<file path="config.mk">
export PLATFORM = sky130hd
export DESIGN_NAME = cdp_dp_fifo
export DESIGN_NICKNAME = d
export VERILOG_FILES = /design/src/cdp_pkg.sv /design/src/cdp_dp_fifo.sv
export SDC_FILE = /design/constraint.sdc
export NUM_CORES = 1
export LEC_CHECK = 0
export BUFFER_PORTS_ARGS = -buffer_cell sky130_fd_sc_hd__buf_2
export CAP_MARGIN = 20
export CORE_MARGIN = 4
export CORE_UTILIZATION = 55
export CTS_BUF_LIST = sky130_fd_sc_hd__clkbuf_8
export CTS_CLUSTER_SIZE = 10
export DETAILED_ROUTE_END_ITERATION = 8
export GPL_TIMING_DRIVEN = 0
export PLACE_DENSITY = 0.88
export SLEW_MARGIN = 40
export SYNTH_ARGS = -nofsm -noshare
export SYNTH_HDL_FRONTEND = slang
export SYNTH_SLANG_ARGS = --single-unit
</file>
<file path="constraint.sdc">
create_clock -name nvdla_core_clk -period 3.5 [get_ports nvdla_core_clk]
set_clock_uncertainty 0.15 [all_clocks]
set_input_delay 0.175 -clock nvdla_core_clk [delete_from_list [all_inputs] [get_ports nvdla_core_clk]]
set_output_delay 0.175 -clock nvdla_core_clk [all_outputs]
set_load 0.05 [all_outputs]
</file>
<file path="src/cdp_pkg.sv">
/*
  shared constants and types for the cdp front datapath
  lane layout fixed at 4 x 16 bit, fp16 fields follow ieee half precision
  fifo depth must stay a power of two (full flag is the count msb)
*/
package cdp_pkg;

  //////////////////////////////////////////////////////////////////////
  // lane and buffer constants
  //////////////////////////////////////////////////////////////////////
  localparam int cdp_lanes      = 4;
  localparam int cdp_lane_w     = 16;
  localparam int cdp_fifo_depth = 4;
  localparam int cdp_sq_w       = 34;

  // fp16 field widths, sign bit sits above the exponent
  localparam int cdp_man_w = 10;
  localparam int cdp_exp_w = 5;

  // per-beat lane count, 0..cdp_lanes
  localparam int cdp_cnt_w = $clog2(cdp_lanes + 1);

  // fifo pointer width
  localparam int cdp_ptr_w = $clog2(cdp_fifo_depth);

  //////////////////////////////////////////////////////////////////////
  // types
  //////////////////////////////////////////////////////////////////////
  typedef enum logic {
    cdp_int16 = 1'b0,
    cdp_fp16  = 1'b1
  } cdp_dtype_e;

  // position flags, all three set marks layer end
  typedef struct packed {
    logic last_w;
    logic last_h;
    logic last_c;
  } cdp_info_t;

  // input beat, lane 0 in the low bits of the lane array
  typedef struct packed {
    logic [cdp_lanes-1:0][cdp_lane_w-1:0] lane;
    cdp_info_t                            info;
  } cdp_pd_t;

  // result beat
  typedef struct packed {
    logic [cdp_sq_w-1:0] sqsum;
    cdp_info_t           info;
  } cdp_out_t;

endpackage

</file>
<file path="src/cdp_dp_fifo.sv">
/*
  small valid/ready buffer between the gate stage and the square-sum stage
  depth from the package, must be a power of two
  flt_ready depends combinationally on buf_ready when full
*/
`timescale 1ns/1ps

module cdp_dp_fifo (
  input  logic             nvdla_core_clk,
  input  logic             nvdla_core_rstn,
  input  cdp_pkg::cdp_pd_t flt_pd,
  input  logic             flt_valid,
  output logic             flt_ready,
  output cdp_pkg::cdp_pd_t buf_pd,
  output logic             buf_valid,
  input  logic             buf_ready
);
  import cdp_pkg::*;

  cdp_pd_t              mem [cdp_fifo_depth];
  logic [cdp_ptr_w-1:0] wr_ptr;
  logic [cdp_ptr_w-1:0] rd_ptr;
  logic [cdp_ptr_w:0]   count;
  logic                 full;
  logic                 wr_en;
  logic                 rd_en;

  // count msb set means depth entries held
  assign full      = count[cdp_ptr_w];
  assign buf_valid = (count != '0);
  // a full fifo still takes a write when the head leaves
  assign flt_ready = ~full | buf_ready;

  assign wr_en = flt_valid & flt_ready;
  assign rd_en = buf_valid & buf_ready;

  //////////////////////////////////////////////////////////////////////
  // pointers and occupancy
  //////////////////////////////////////////////////////////////////////
  always_ff @(posedge nvdla_core_clk or negedge nvdla_core_rstn) begin
    if (!nvdla_core_rstn) begin
      wr_ptr <= '0;
      rd_ptr <= '0;
      count  <= '0;
    end else begin
      // pointers wrap naturally
      if (wr_en) begin
        wr_ptr <= wr_ptr + 1'b1;
      end
      if (rd_en) begin
        rd_ptr <= rd_ptr + 1'b1;
      end
      case ({wr_en, rd_en})
        2'b10:   count <= count + 1'b1;
        2'b01:   count <= count - 1'b1;
        default: count <= count;
      endcase
    end
  end

  // storage
  always_ff @(posedge nvdla_core_clk) begin
    if (wr_en) begin
      mem[wr_ptr] <= flt_pd;
    end
  end

  // head entry
  assign buf_pd = mem[rd_ptr];

endmodule

</file>
## Word-level counts from Yosys, hierarchy flattened

Memories as Yosys holds them, arrays and structs flattened.
Cells that the tools add are included.
Widths: inputs -> output; s select.

| storage, ports and cells | value |
|---|---|
| flip-flop bits (word level) | 7 |
| bits in writable memories | 268 |
| input port bits | 71 |
| output and inout bits | 69 |
| memories | 1 |

| cells by class | value |
|---|---|
| $add $sub $neg | 4 |
| equal/unequal tests | 2 |
| multiplexer cells | 3 |
| bitwise logic cells | 4 |
| reduce and logical (&&, ||, !) cells | 2 |

Memories:

| name | depth | width | read ports | clocked after Yosys merged registers in | wr ports | RTL line | source |
|---|---|---|---|---|---|---|---|
| mem | 4 | 67 | 1 | 0 | 1 | cdp_dp_fifo.sv:20 | `cdp_pd_t mem [cdp_fifo_depth];` |

Operators by type and width:

| operator | number |
|---|---|
| $pmux 3 s2 | 1 |
| $add 2x1->2 const B | 2 |
| $add 3x1->3 const B | 1 |
| $reduce_bool 3->1 | 1 |
| $sub 3x1->3 const B | 1 |
| $and 1x1->1 | 2 |
| $eq 2x1->1 const B | 1 |
| $eq 2x2->1 const B | 1 |
| $mux 1 | 2 |
| $reduce_bool 2->1 | 1 |
| $not 1->1 | 1 |
| $or 1x1->1 | 1 |

## Depth between registers and ports, before layout

| logic depth | value |
|---|---|
| depth after elaboration | 5 |
| depth in mapped cells | 9 |
| depth with buffers taken out | 9 |

## Worst setup path after synthesis

Ideal clock, no wire load.

| path | value |
|---|---|
| path kind | register to register |
| start | reg count[2] |
| end | mem mem[0][0] (netlist bit) (enable) |
| library setup time | 433 ps |
| arrival | 2,581 ps |
| setup slack | 336 ps |
| stages on the path, launching flop included | 3 |
| path buffers | 0 |
| period minus slack after synthesis | 3,164 ps |
| cells stage by stage | dfrtp_1 nand2b_1 and3_1 |

| on the way | value |
|---|---|
| word-level cells in the longest chain between the ends | 5 |

RTL lines:

| item | RTL line | source |
|---|---|---|
| start, declared | cdp_dp_fifo.sv:23 | `logic [cdp_ptr_w:0] count;` |
| start signal, assigned | cdp_dp_fifo.sv:54 | `2'b10: count <= count + 1'b1;` |
| start signal, assigned | cdp_dp_fifo.sv:55 | `2'b01: count <= count - 1'b1;` |
| start signal, assigned | cdp_dp_fifo.sv:56 | `default: count <= count;` |
| $not 1->1 | cdp_dp_fifo.sv:32 | `assign flt_ready = ~full \| buf_ready;` |
| $or 1x1->1 | cdp_dp_fifo.sv:32 |  |
| net flt_ready | cdp_dp_fifo.sv:13 | `output logic flt_ready,` |
| $and 1x1->1 | cdp_dp_fifo.sv:34 | `assign wr_en = flt_valid & flt_ready;` |
| $mux 1 | cdp_dp_fifo.sv:63 | `if (wr_en) begin` |
| $mux 1 (implied by the code) | cdp_dp_fifo.sv:64 | `mem[wr_ptr] <= flt_pd;` |
| end, declared | cdp_dp_fifo.sv:20 |  |

The timed path passes the listed nets, and every way through them passes these cells.

==> impl_metrics.json <==
{
  "drt_first_pass_iters": 4,
  "drtIter0Drc": 215,
  "synth_nets": 466,
  "min_path_type": "primary input to register",
  "finalHoldViolations": 0,
  "die_h_um": 143,
  "ctsLongestPathBuffers": 3,
  "clk_latency_ns": 0.52,
  "fin_nets": 728,
  "rows": 49,
  "vias": 4932,
  "grt_remaining_overflow": 0,
  "grt_pass1_vias": 5472,
  "setup_viol": 0,
  "finalMaxSlewViolations": 0,
  "antenna_found_initial": 0,
  "postSynthAreaPerCell_um2": 25.9,
  "crit_type": "register to output pin",
  "startpoint_type": "register",
  "vias_per_cell": 5.40,
  "io_pins": 140,
  "critical_path_arrival_ns": 2.21,
  "grt_pass1_wl_mm": 29.8,
  "syn_area_um2": 10100,
  "die-area_um2": 20600,
  "worstPathRequired_ns": 3.17,
  "crit_slowest_cell": "mux4_2",
  "worst_path_most_repeated_cell": "buf_2",
  "clkTransAtPathRegs_ns": 0.06,
  "slowest_delay_ns": 0.36,
  "hold_depth": 2,
  "routed_wl_mm": 18.8,
  "p_per_area_nw_per_um2": 885,
  "layout_worst_path_cycle_share": 0.724,
  "ff2ff_path_depth": 9,
  "area_growth_syn_to_layout_pct": 25.9,
  "ys_ff_latch": 275,
  "core_um2": 18000,
  "outcome": "finished, final reports clean",
  "irDropWorstVdd_uv": 660,
  "start_util": 0.560,
  "grt_setup_unrepaired": "false",
  "gp_congestion": 0.746,
  "synth_cells": 389,
  "grt_use_total": 0.192,
  "clock-sinks": 275,
  "yosys_warnings": 0,
  "drv_cap": 0,
  "ctsResizeCount": 0,
  "leakage_nw": 4.51,
  "cts_tree": "done",
  "drcViolationCount": 0,
  "fmax_ghz": 0.395,
  "path_max_fanout": 10,
  "drive_above_1_share": 0.407,
  "antenna_left": 0,
  "dp_hpwl_mm": 11.6,
  "cts_buffers": 42,
  "avgRoutedWirePerCell_um": 20.5,
  "worst_pin_slew_ns": 0.701,
  "fin_crit_ns": 2.53,
  "max_slew_margin": 0.533,
  "ys_seq_area_frac": 0.815,
  "tns_ns": 0,
  "diodes": 0,
  "io_buffers": 139,
  "cts_root_buf": "clkbuf_8",
  "crit_chain": "buf_2 > buf_2 > buf_2 > mux4_2 > buf_2",
  "htree_levels": 2,
  "grt_max_degree": 27,
  "ys_types": 23,
  "hold_slack_ns": 0.249,
  "cp-end-kind": "output pin",
  "die_w_um": 143
}
Yosys cell counts, drive strengths merged:
master  count  area [um2]
edfxtp    268        8050
mux4       67        1510
buf        13         111
dfrtp       7         175
inv         6        22.5
ha          5        62.6
and3        4        25.0
clkbuf      3        11.3
xnor2       3        26.3
xor2        3        26.3
and2        1        6.26
fa          1        20.0
mux2i       1        10.0
nand2       1        3.75
nand2b      1        6.26
nand3       1        5.00
nor2        1        3.75
o21ai       1        5.00
o31a        1        8.76
or3         1        6.26
through the flow:
| step | utilization | cell area (um2) | power (mW) | instances | worst slack (ns) |
|---|---|---|---|---|---|
| final | 0.705 | 12700 | 11.2 | 914 | 0.966 |
| after detailed placement | 0.624 | 11300 | 9.00 | 765 | 1.31 |
| after floorplan | - | 10100 | 7.91 | 389 | 0.336 |
| after global routing | 0.705 | 12700 | 11.8 | 914 | 0.841 |
| after CTS | 0.705 | 12700 | 11.4 | 914 | 0.882 |
| after global placement | 0.614 | 11100 | 8.85 | 757 | -0.381 |
worst paths after layout:
kind	from	end	slack, ns
setup / recovery	rd_ptr[1]$_DFFE_PN0P_	buf_pd[51]	0.97
setup reg to reg	count[2]$_DFFE_PN0P_	count[2]$_DFFE_PN0P_	1.24
max in group asynchronous	nvdla_core_rstn	count[0]$_DFFE_PN0P_	2.43
hold / removal	flt_pd[57]	mem[1][57]$_DFFE_PP_	0.25
hold reg to reg	count[2]$_DFFE_PN0P_	count[2]$_DFFE_PN0P_	0.39
min in group asynchronous	nvdla_core_rstn	wr_ptr[1]$_DFFE_PN0P_	0.49
layout make-up:
cell class / instances / area (um2)
timing repair buffer: 218 / 1570
fill: 1045 / 5310
multi-input combinational: 92 / 1740
tap: 229 / 287
sequential: 275 / 8220
buffer: 16 / 123
clock buffer: 44 / 606
clock inverter: 34 / 140
inverter: 6 / 22.5
per-layer routing:
metal  vias to the layer above  share of wire  track usage  routed length, um
met5                         -              0            0                  0
li1                       2196              -            -                  -
met3                        31          0.060       0.0446               1120
met4                         0          0.018       0.0610                333
met2                       166           0.52        0.323               9820
met1                      2539           0.40        0.254               7500
cells by family after synthesis:
kind of cell	count (synthesis)	synth area share
fa+ha+maj	6	0.00818
compound gates	2	0.00136
buf+inv	22	0.0144
mux	68	0.151
simple gates	10	0.00558
xor+xnor	6	0.00521
flops	275	0.815
worst max-delay path, delay by kind of cell (launching register included):
| kind | cells | cell delay (ns) |
|---|---|---|
| flops | 1 | 0.31 |
| buf+inv | 4 | 1.01 |
| mux | 1 | 0.36 |
layout by cell type (no fill, tap or decap):
master and n:
nand3_1 1, nand2_1 1, and2_1 1, buf_12 10
clkinv_1 12, or3_1 1, clkbuf_8 44, nor2_1 1
fa_1 1, dfrtp_1 7, nand2b_1 1, edfxtp_1 268
xnor2_1 3, and3_4 4, o31a_1 1, inv_1 24
buf_4 4, buf_6 1, o21ai_0 1, ha_1 5
buf_2 145, xor2_1 3, mux4_2 67, inv_6 2
clkinv_2 2, dlygate4sd3_1 71, mux2i_1 1, clkbuf_1 3
timing repair:
item / 4_1_cts / 5_1_grt
endpoints found under the hold margin: 279 / 0
endpoints found under the setup margin: 0 / 0
setup buffers: 0 / 0
hold buffers: 71 / 0
registers in the layout, indices dropped and copies added, names as in the netlist:
name    flops
count       3
mem       268
rd_ptr      2
wr_ptr      2
power breakdown:
group | leakage [nW] | total [mW] | internal (mW) | switching (mW)
combinational | 1.54 | 4.58 | 1.47 | 3.11
sequential | 2.53 | 4.36 | 4.22 | 0.138
clock | 0.448 | 2.31 | 1.17 | 1.14
(Power assumes the default switching activity.)
