--- src/cdp_pkg.sv ---
/*
  shared constants and types for the cdp front datapath
  lane layout fixed at 4 x 16 bit, fp16 fields follow ieee half precision
  fifo depth must stay a power of two (full flag is the count msb)
*/
package cdp_pkg;

  //////////////////////////////////////////////////////////////////////
  // lane and buffer constants
  //////////////////////////////////////////////////////////////////////
  localparam int cdp_lanes      = 4;
  localparam int cdp_lane_w     = 16;
  localparam int cdp_fifo_depth = 4;
  localparam int cdp_sq_w       = 34;

  // fp16 field widths, sign bit sits above the exponent
  localparam int cdp_man_w = 10;
  localparam int cdp_exp_w = 5;

  // per-beat lane count, 0..cdp_lanes
  localparam int cdp_cnt_w = $clog2(cdp_lanes + 1);

  // fifo pointer width
  localparam int cdp_ptr_w = $clog2(cdp_fifo_depth);

  //////////////////////////////////////////////////////////////////////
  // types
  //////////////////////////////////////////////////////////////////////
  typedef enum logic {
    cdp_int16 = 1'b0,
    cdp_fp16  = 1'b1
  } cdp_dtype_e;

  // position flags, all three set marks layer end
  typedef struct packed {
    logic last_w;
    logic last_h;
    logic last_c;
  } cdp_info_t;

  // input beat, lane 0 in the low bits of the lane array
  typedef struct packed {
    logic [cdp_lanes-1:0][cdp_lane_w-1:0] lane;
    cdp_info_t                            info;
  } cdp_pd_t;

  // result beat
  typedef struct packed {
    logic [cdp_sq_w-1:0] sqsum;
    cdp_info_t           info;
  } cdp_out_t;

endpackage

--- src/cdp_nan_filter.sv ---
/*
  input gate and fp16 nan/inf preprocessing
  input stays closed after reset and after every layer-end beat until op_en rises
  data_type and nan_to_zero are sampled live, keep them stable while a layer runs
  at most two finished layers may wait for layer_done at any time
*/
`timescale 1ns/1ps

module cdp_nan_filter (
  input  logic                nvdla_core_clk,
  input  logic                nvdla_core_rstn,
  input  cdp_pkg::cdp_pd_t    in_pd,
  input  logic                in_valid,
  output logic                in_ready,
  input  logic                op_en,
  input  logic                nan_to_zero,
  input  cdp_pkg::cdp_dtype_e data_type,
  input  logic                layer_done,
  output cdp_pkg::cdp_pd_t    flt_pd,
  output logic                flt_valid,
  input  logic                flt_ready,
  output logic [31:0]         nan_num,
  output logic [31:0]         inf_num
);
  import cdp_pkg::*;

  typedef enum logic {
    gate_wait,
    gate_run
  } gate_e;

  gate_e                gate_st;
  logic                 op_en_d1;
  logic                 op_en_load;
  logic                 load_din;
  logic                 layer_end;
  logic                 fp16_en;
  logic [cdp_lanes-1:0] dat_is_nan;
  logic [cdp_lanes-1:0] dat_is_inf;
  logic [cdp_cnt_w-1:0] nan_beat;
  logic [cdp_cnt_w-1:0] inf_beat;
  cdp_pd_t              pd_proc;
  logic [31:0]          nan_cnt;
  logic [31:0]          inf_cnt;
  logic [31:0]          nan_total;
  logic [31:0]          inf_total;
  logic [1:0][31:0]     nan_slot;
  logic [1:0][31:0]     inf_slot;
  logic                 layer_flag;
  logic                 done_flag;

  //////////////////////////////////////////////////////////////////////
  // handshake and op_en gating
  //////////////////////////////////////////////////////////////////////
  assign in_ready  = (~flt_valid | flt_ready) & (gate_st == gate_run);
  assign load_din  = in_valid & in_ready;
  assign layer_end = load_din & (&in_pd.info);

  // rising edge of op_en
  always_ff @(posedge nvdla_core_clk or negedge nvdla_core_rstn) begin
    if (!nvdla_core_rstn) begin
      op_en_d1 <= 1'b0;
    end else begin
      op_en_d1 <= op_en;
    end
  end
  assign op_en_load = op_en & ~op_en_d1;

  // layer end wins over a coincident op_en edge
  always_ff @(posedge nvdla_core_clk or negedge nvdla_core_rstn) begin
    if (!nvdla_core_rstn) begin
      gate_st <= gate_wait;
    end else if (layer_end) begin
      gate_st <= gate_wait;
    end else if (op_en_load) begin
      gate_st <= gate_run;
    end
  end

  //////////////////////////////////////////////////////////////////////
  // nan / inf detect and nan-to-zero
  //////////////////////////////////////////////////////////////////////
  assign fp16_en = (data_type == cdp_fp16);

  always_comb begin
    pd_proc = in_pd;
    nan_beat = '0;
    inf_beat = '0;
    for (int i = 0; i < cdp_lanes; i++) begin
      // exponent all ones, mantissa picks nan vs inf
      dat_is_nan[i] = fp16_en & (&in_pd.lane[i][cdp_man_w+cdp_exp_w-1:cdp_man_w])
                      & (|in_pd.lane[i][cdp_man_w-1:0]);
      dat_is_inf[i] = fp16_en & (&in_pd.lane[i][cdp_man_w+cdp_exp_w-1:cdp_man_w])
                      & ~(|in_pd.lane[i][cdp_man_w-1:0]);
      if (dat_is_nan[i] && nan_to_zero) begin
        pd_proc.lane[i] = '0;
      end
      nan_beat = nan_beat + cdp_cnt_w'(dat_is_nan[i]);
      inf_beat = inf_beat + cdp_cnt_w'(dat_is_inf[i]);
    end
  end

  // output stage, reloads in the cycle the old beat leaves
  always_ff @(posedge nvdla_core_clk or negedge nvdla_core_rstn) begin
    if (!nvdla_core_rstn) begin
      flt_valid <= 1'b0;
    end else if (load_din) begin
      flt_valid <= 1'b1;
    end else if (flt_ready) begin
      flt_valid <= 1'b0;
    end
  end

  always_ff @(posedge nvdla_core_clk) begin
    if (load_din) begin
      flt_pd <= pd_proc;
    end
  end

  //////////////////////////////////////////////////////////////////////
  // per-layer counting
  //////////////////////////////////////////////////////////////////////
  // totals include the current beat
  assign nan_total = nan_cnt + 32'(nan_beat);
  assign inf_total = inf_cnt + 32'(inf_beat);

  always_ff @(posedge nvdla_core_clk or negedge nvdla_core_rstn) begin
    if (!nvdla_core_rstn) begin
      nan_cnt    <= '0;
      inf_cnt    <= '0;
      layer_flag <= 1'b0;
    end else if (load_din) begin
      nan_cnt <= layer_end ? '0 : nan_total;
      inf_cnt <= layer_end ? '0 : inf_total;
      if (layer_end) begin
        layer_flag <= ~layer_flag;
      end
    end
  end

  // ping-pong park of finished layers
  always_ff @(posedge nvdla_core_clk) begin
    if (layer_end) begin
      nan_slot[layer_flag] <= nan_total;
      inf_slot[layer_flag] <= inf_total;
    end
  end

  // done pops the oldest parked slot
  always_ff @(posedge nvdla_core_clk or negedge nvdla_core_rstn) begin
    if (!nvdla_core_rstn) begin
      done_flag <= 1'b0;
      nan_num   <= '0;
      inf_num   <= '0;
    end else if (layer_done) begin
      done_flag <= ~done_flag;
      nan_num   <= nan_slot[done_flag];
      inf_num   <= inf_slot[done_flag];
    end
  end

endmodule

--- config.mk ---
export PLATFORM = sky130hd
export DESIGN_NAME = cdp_nan_filter
export DESIGN_NICKNAME = d
export VERILOG_FILES = /design/src/cdp_pkg.sv /design/src/cdp_nan_filter.sv
export SDC_FILE = /design/constraint.sdc
export NUM_CORES = 1
export LEC_CHECK = 0
export ABC_AREA = 1
export BUFFER_PORTS_ARGS = -buffer_cell sky130_fd_sc_hd__buf_2
export CAP_MARGIN = 20
export CORE_MARGIN = 2
export CORE_UTILIZATION = 45
export DETAILED_ROUTE_END_ITERATION = 7
export PLACE_DENSITY_LB_ADDON = 0.12
export SETUP_SLACK_MARGIN = 0.1
export SYNTH_ARGS = -nofsm -noshare
export SYNTH_HDL_FRONTEND = slang
export SYNTH_SLANG_ARGS = --single-unit
--- constraint.sdc ---
create_clock -name nvdla_core_clk -period 11 [get_ports nvdla_core_clk]
set_input_delay 2.2 -clock nvdla_core_clk [delete_from_list [all_inputs] [get_ports nvdla_core_clk]]
set_output_delay 2.2 -clock nvdla_core_clk [all_outputs]
set_load 0.005 [all_outputs]
# Yosys cells after proc, flatten, opt, wreduce, memory -nomap -nowiden
# Cells that the tools add are included.
[word_totals] ff_bits=328 memories=0 ramBits=0 in_bits=75 latchBits=0 mem_bits_ro=0
[op_classes] n_div=0 n_eq_ne=0 shifts=0 n_reduce_logical=17 add_sub_neg=8 muxes=14 magnitude_cmp=3 bitwise=25 mul=0
[op_table] operator="32-bit 2-to-1 mux" n=7
[op_table] operator="64-bit bitwise mux" n=2
[op_table] operator="32-bit by 3-bit adder with 32-bit output" n=2
[op_table] operator="10-bit OR reduction" n=4
[op_table] operator="32-bit demux with 1-bit select" n=1
[op_table] operator="5-bit AND reduction" n=4
[op_table] operator="1-bit bitwise AND" n=16
[op_table] operator="1-bit NOT" n=8
[op_table] operator="2-bit by 1-bit adder with 3-bit output" n=2
[op_table] operator="3-bit by 1-bit adder with 3-bit output" n=2
[op_table] operator="1-bit logical AND" n=5
[op_table] operator="1-bit by 1-bit adder with 2-bit output" n=2
[op_table] operator="1-bit by 2-bit < comparator with 1-bit output, second input constant" n=2
[op_table] operator="1-bit 2-to-1 mux" n=4
[op_table] operator="2-bit nonzero test" n=2
[op_table] operator="3-bit AND reduction" n=1
[op_table] operator="2-bit AND reduction" n=1
[op_table] operator="1-bit greater-or-equal comparator, second input constant" n=1
[op_table] operator="1-bit OR" n=1

# Depth between registers and ports, before layout
[depth] ltp_word=8 depth_mapped=19

# Worst setup path before layout
# Ideal clock, no wire load.
[synth_path] path_type="input -> register" from="input flt_ready" to="register inf_slot[32] (netlist bit), enable pin" t_arrival_ns=5.558 required_ns=10.512 setup_slack_ns=4.955 setup_time_ns=0.488 n_path_buf=1 stages=7 cell_sequence="nor2_1 nor2_2 nand2_1 buf_2 nor2_1 inv_1 nor2_1"
[synth_between] elab_chain_cells=4
[synth_rtl] element="start: declaration" line="cdp_nan_filter.sv:21" rtl="input logic flt_ready,"
[synth_rtl] element="1-bit OR" line="cdp_nan_filter.sv:55" rtl="assign in_ready = (~flt_valid | flt_ready) & (gate_st == gate_run);"
[synth_rtl] element="1-bit bitwise AND" line="cdp_nan_filter.sv:55"
[synth_rtl] element="net in_ready" line="cdp_nan_filter.sv:14" rtl="output logic in_ready,"
[synth_rtl] element="1-bit bitwise AND" line="cdp_nan_filter.sv:56" rtl="assign load_din = in_valid & in_ready;"
[synth_rtl] element="1-bit bitwise AND" line="cdp_nan_filter.sv:57" rtl="assign layer_end = load_din & (&in_pd.info);"
[synth_rtl] element="end signal: indexed assignment" line="cdp_nan_filter.sv:145" rtl="inf_slot[layer_flag] <= inf_total;"
[synth_rtl] element="end: declaration" line="cdp_nan_filter.sv:48" rtl="logic [1:0][31:0] inf_slot;"
# The timed path passes the listed nets, and every way through them passes these cells.
# A chain may end at the register's enable or synchronous reset.

# Final worst setup path
[layout_path] from="input in_pd[12] (netlist bit)" to="register nan_slot[26] (netlist bit), data pin"
[layout_between] elab_chain_cells=7
[layout_rtl] element="start: declaration" line="cdp_nan_filter.sv:12" rtl="input cdp_pkg::cdp_pd_t in_pd,"
[layout_rtl] element="10-bit OR reduction" line="cdp_nan_filter.sv:92" rtl="& (|in_pd.lane[i][cdp_man_w-1:0]);"
[layout_rtl] element="1-bit bitwise AND" line="cdp_nan_filter.sv:92"
[layout_rtl] element="1-bit by 1-bit adder with 2-bit output" line="cdp_nan_filter.sv:98" rtl="nan_beat = nan_beat + cdp_cnt_w'(dat_is_nan[i]);"
[layout_rtl] element="2-bit by 1-bit adder with 3-bit output" line="cdp_nan_filter.sv:98"
[layout_rtl] element="3-bit by 1-bit adder with 3-bit output" line="cdp_nan_filter.sv:98"
[layout_rtl] element="32-bit by 3-bit adder with 32-bit output" line="cdp_nan_filter.sv:124" rtl="assign nan_total = nan_cnt + 32'(nan_beat);"
[layout_rtl] element="net nan_total[26]" line="cdp_nan_filter.sv:45" rtl="logic [31:0] nan_total;"
[layout_rtl] element="64-bit bitwise mux" line="cdp_nan_filter.sv:144" rtl="nan_slot[layer_flag] <= nan_total;"
[layout_rtl] element="end signal: indexed assignment" line="cdp_nan_filter.sv:144"
[layout_rtl] element="end: declaration" line="cdp_nan_filter.sv:47" rtl="logic [1:0][31:0] nan_slot;"
# The timed path passes the listed nets, and every way through them passes these cells.

==> run summary <==
Largest family of logic cells by synthesized area: simple AND/OR/NAND/NOR gates
Vias: 10,070
Clock root cell: clkbuf_16
#FFs+latches synth: 328
Power per Cell Area: 194.5 nW/um2
Static Leak: 7.466 nW
Compound-Gate Fraction of Synth Area: 4.183%
Status: complete, no violations
Largest net degree at the start of global routing: 88
Slowest CP cell: fa_1
Synth area leader: edfxtp_1
IO Pins: 208
Die Ht: 181.5 um
Worst slew pin tran: 997.6 ps
Dpl hpwl: 21,620 um
Number of post-CTS setup repair buffers: 0
Initial DRC count: 653
Post_cts resized: 0
Cell Area, Synth: 14,180 um2
Final Cycle Share: 44.57%
Relative slew slack: 33.49%
# port buffers: 207
Mux cell area share after synthesis: 0%
Synth warn: 0
Overall global routing resource usage: 20.79%
CP Capture Type: flop
Antenna diode count: 0
Max Slew Vio Count: 0
Commonest non-fill, non-tap cell in the layout: nand2_1
Setup CP Type: input port to flop
Commonest non-fill, non-tap cells in the layout: nand2_1 (514), buf_2 (205), edfxtp_1 (195)
Synth Area in XOR/XNOR: 1.889%
Initial antenna violation count: 0
Hold WC Path Type: flop to flop
H-tree depth: 2
Share of the synthesized area in the top cell type: 41.30%
Clk_lat worst skew: 510 ps
Clock Skew: 16.08 ps
Seq/Total Area, Yosys: 64.78%
Fillers: 2,799
Routed wire length: 33,230 um
Clk sinks: 328
Synth Area per Inst: 9.811 um2
Clock buffer depth: 3
Minimum clock period: 4902 ps
Crit-path cells: buf_2 -> nor2_1 -> nand2_1 -> inv_1 -> nand3b_1 -> inv_1 -> nor3_1 -> fa_1 -> fa_1 -> fa_1 -> nand3_2 -> inv_1 -> nand2_1 -> nor2_1 -> nand3b_1 -> nand2_1
Crit path buf inv count: 4
Adder-cell share of the synthesized area: 1.024%
Clk slew on worst S/H paths: 60 ps
Drt drc: 0
Vias per std cell: 4.851
Die area: 32,940 um2
CP delay by family, top: adder cells
Vias in the first global route: 10,110
Nets: 1,737
Max Fclk: 204.0 MHz
Max-Cap Viols: 0
Setup total negative slack: 0 ps
Peak VDD IR: 0.0001261 V
RSZ-0062 raised after global routing: no
Critical Path RT: 11,240 ps
Fraction of registers with async set/reset: 40.55%
Cells after synthesis: 1,445
Core ar.: 30,830 um2
Largest cells by area after synthesis: edfxtp_1 (41%), dfrtp_1 (23%), nand2_1 (14%)
Per-cell routed wire length: 16.01 um
Number of synthesized flops with an enable pin: 195
GRT Residual Overflow: 0
Final setup vio count: 0
Startpoint types: input port
Layout cells sized above 1: 17.68%
CTS Buf Count: 36
Area grow syn2layout: 18.20%
CTS tree: done
Synth cell types: 32
CP max FO: 5
Die width: 181.5 um
GPL Wtd Cong: 0.8861
First-pass GRT wire length: 54,520 um
Starting Density: 45.99%
Post-Synthesis Net Count: 1,528
Final hold violations: 0
Antenna Nets Post-Route: 0
CP arrival: 5140 ps
Util after Layout: 54.35%
Max stage delay on crit path: 500 ps
Hold_buf cts: 0
Main synth FF type: edfxtp_1
Pre-antenna DRT Iters: 8
Simple-gate share of the synthesized area: 22.89%
Row count: 64
[stage by stage]
| stage | hold slack (ps) | cell area [um2] | instances | setup slack (ps) | power (mW) |
|---|---|---|---|---|---|
| after global placement | 488.1 | 15610 | 2012 | 5624 | 2.102 |
| after CTS | 515.5 | 16760 | 2076 | 6098 | 3.303 |
| after floorplan | 470.8 | 14180 | 1445 | 4955 | 1.853 |
| after detailed placement | 495.8 | 15610 | 2012 | 5579 | 2.115 |
| after global routing | 541.8 | 16760 | 2076 | 5864 | 3.432 |
| final | 510.9 | 16760 | 2076 | 6098 | 3.259 |
[layout make-up]
cell class	count	area (um2)	share of cell area [%]
clock buffers	52	1023	6.108
clock inverters	12	123.9	0.7392
inverters	146	548.0	3.270
multi-input cells	926	4269	25.48
flip-flops and latches	328	9185	54.81
well taps	396	495.5	2.957
repair buffers	216	1112	6.638
[power breakdown]
part	leakage, nW	internal, mW	total [mW]	switching [mW]
combinational	3.53	0.191	0.527	0.336
sequential	3.38	1.46	1.55	0.0859
clock	0.562	0.698	1.18	0.483
[worst reg2reg max path, delay by kind of cell, from the launching register on]
kind	cells	cell delay (ps)
buffers and inverters	4	1300
AND/OR/NAND/NOR	5	610
flip-flops	1	380
[registers in the layout, summed over array words and instances (netlist names)]
signal	cells
flt_valid	1
inf_cnt	32
gate_st	1
done_flag	1
layer_flag	1
op_en_d1	1
inf_num	32
inf_slot	64
nan_slot	64
flt_pd	67
nan_cnt	32
nan_num	32
[kinds of logic (layout without fill, tap and decap cells)]
group           Yosys count  after routing
fa+ha+maj                 8              8
compound gates           95             95
xor+xnor                 28             28
buf+inv                 191            426
simple gates            795            795
flops                   328            328
[worst paths after layout]
kind	start	to	slack, ps	cells past startpoint
max	in_pd[12]	nan_slot[26]	6100	16
min	nan_slot[7]	nan_num[7]	510	2
max reg2reg	flt_valid	inf_slot[50]	8260	9
min reg2reg	nan_slot[7]	nan_num[7]	510	2
max in group asynchronous	nvdla_core_rstn	inf_num[0]	7870	2
min in group asynchronous	nvdla_core_rstn	inf_num[21]	1690	1
[Yosys cell counts (4+ instances only)]
| master | n |
|---|---|
| nand2_1 | 515 |
| edfxtp_1 | 195 |
| nor2_1 | 176 |
| inv_1 | 145 |
| dfrtp_1 | 133 |
| a31oi_1 | 64 |
| nand3_1 | 42 |
| xor2_1 | 22 |
| clkbuf_1 | 20 |
| nand3b_1 | 20 |
| buf_2 | 17 |
| o21ai_0 | 14 |
| and2_1 | 13 |
| nor2_2 | 8 |
| buf_1 | 7 |
| fa_1 | 6 |
| nand4_1 | 6 |
| nor2_4 | 6 |
| a22o_1 | 5 |
| o22ai_1 | 5 |
| nand2_2 | 4 |
| nor3_1 | 4 |
[metal layers]
layer,global-route usage (%),part of all wire (%),up-vias
met5,0,0,-
met4,4.911,1.6,0
met3,5.997,7.3,37
met2,31.22,43,264
met1,29.97,49,4691
li1,-,-,5079
(Power assumes the default switching activity.)
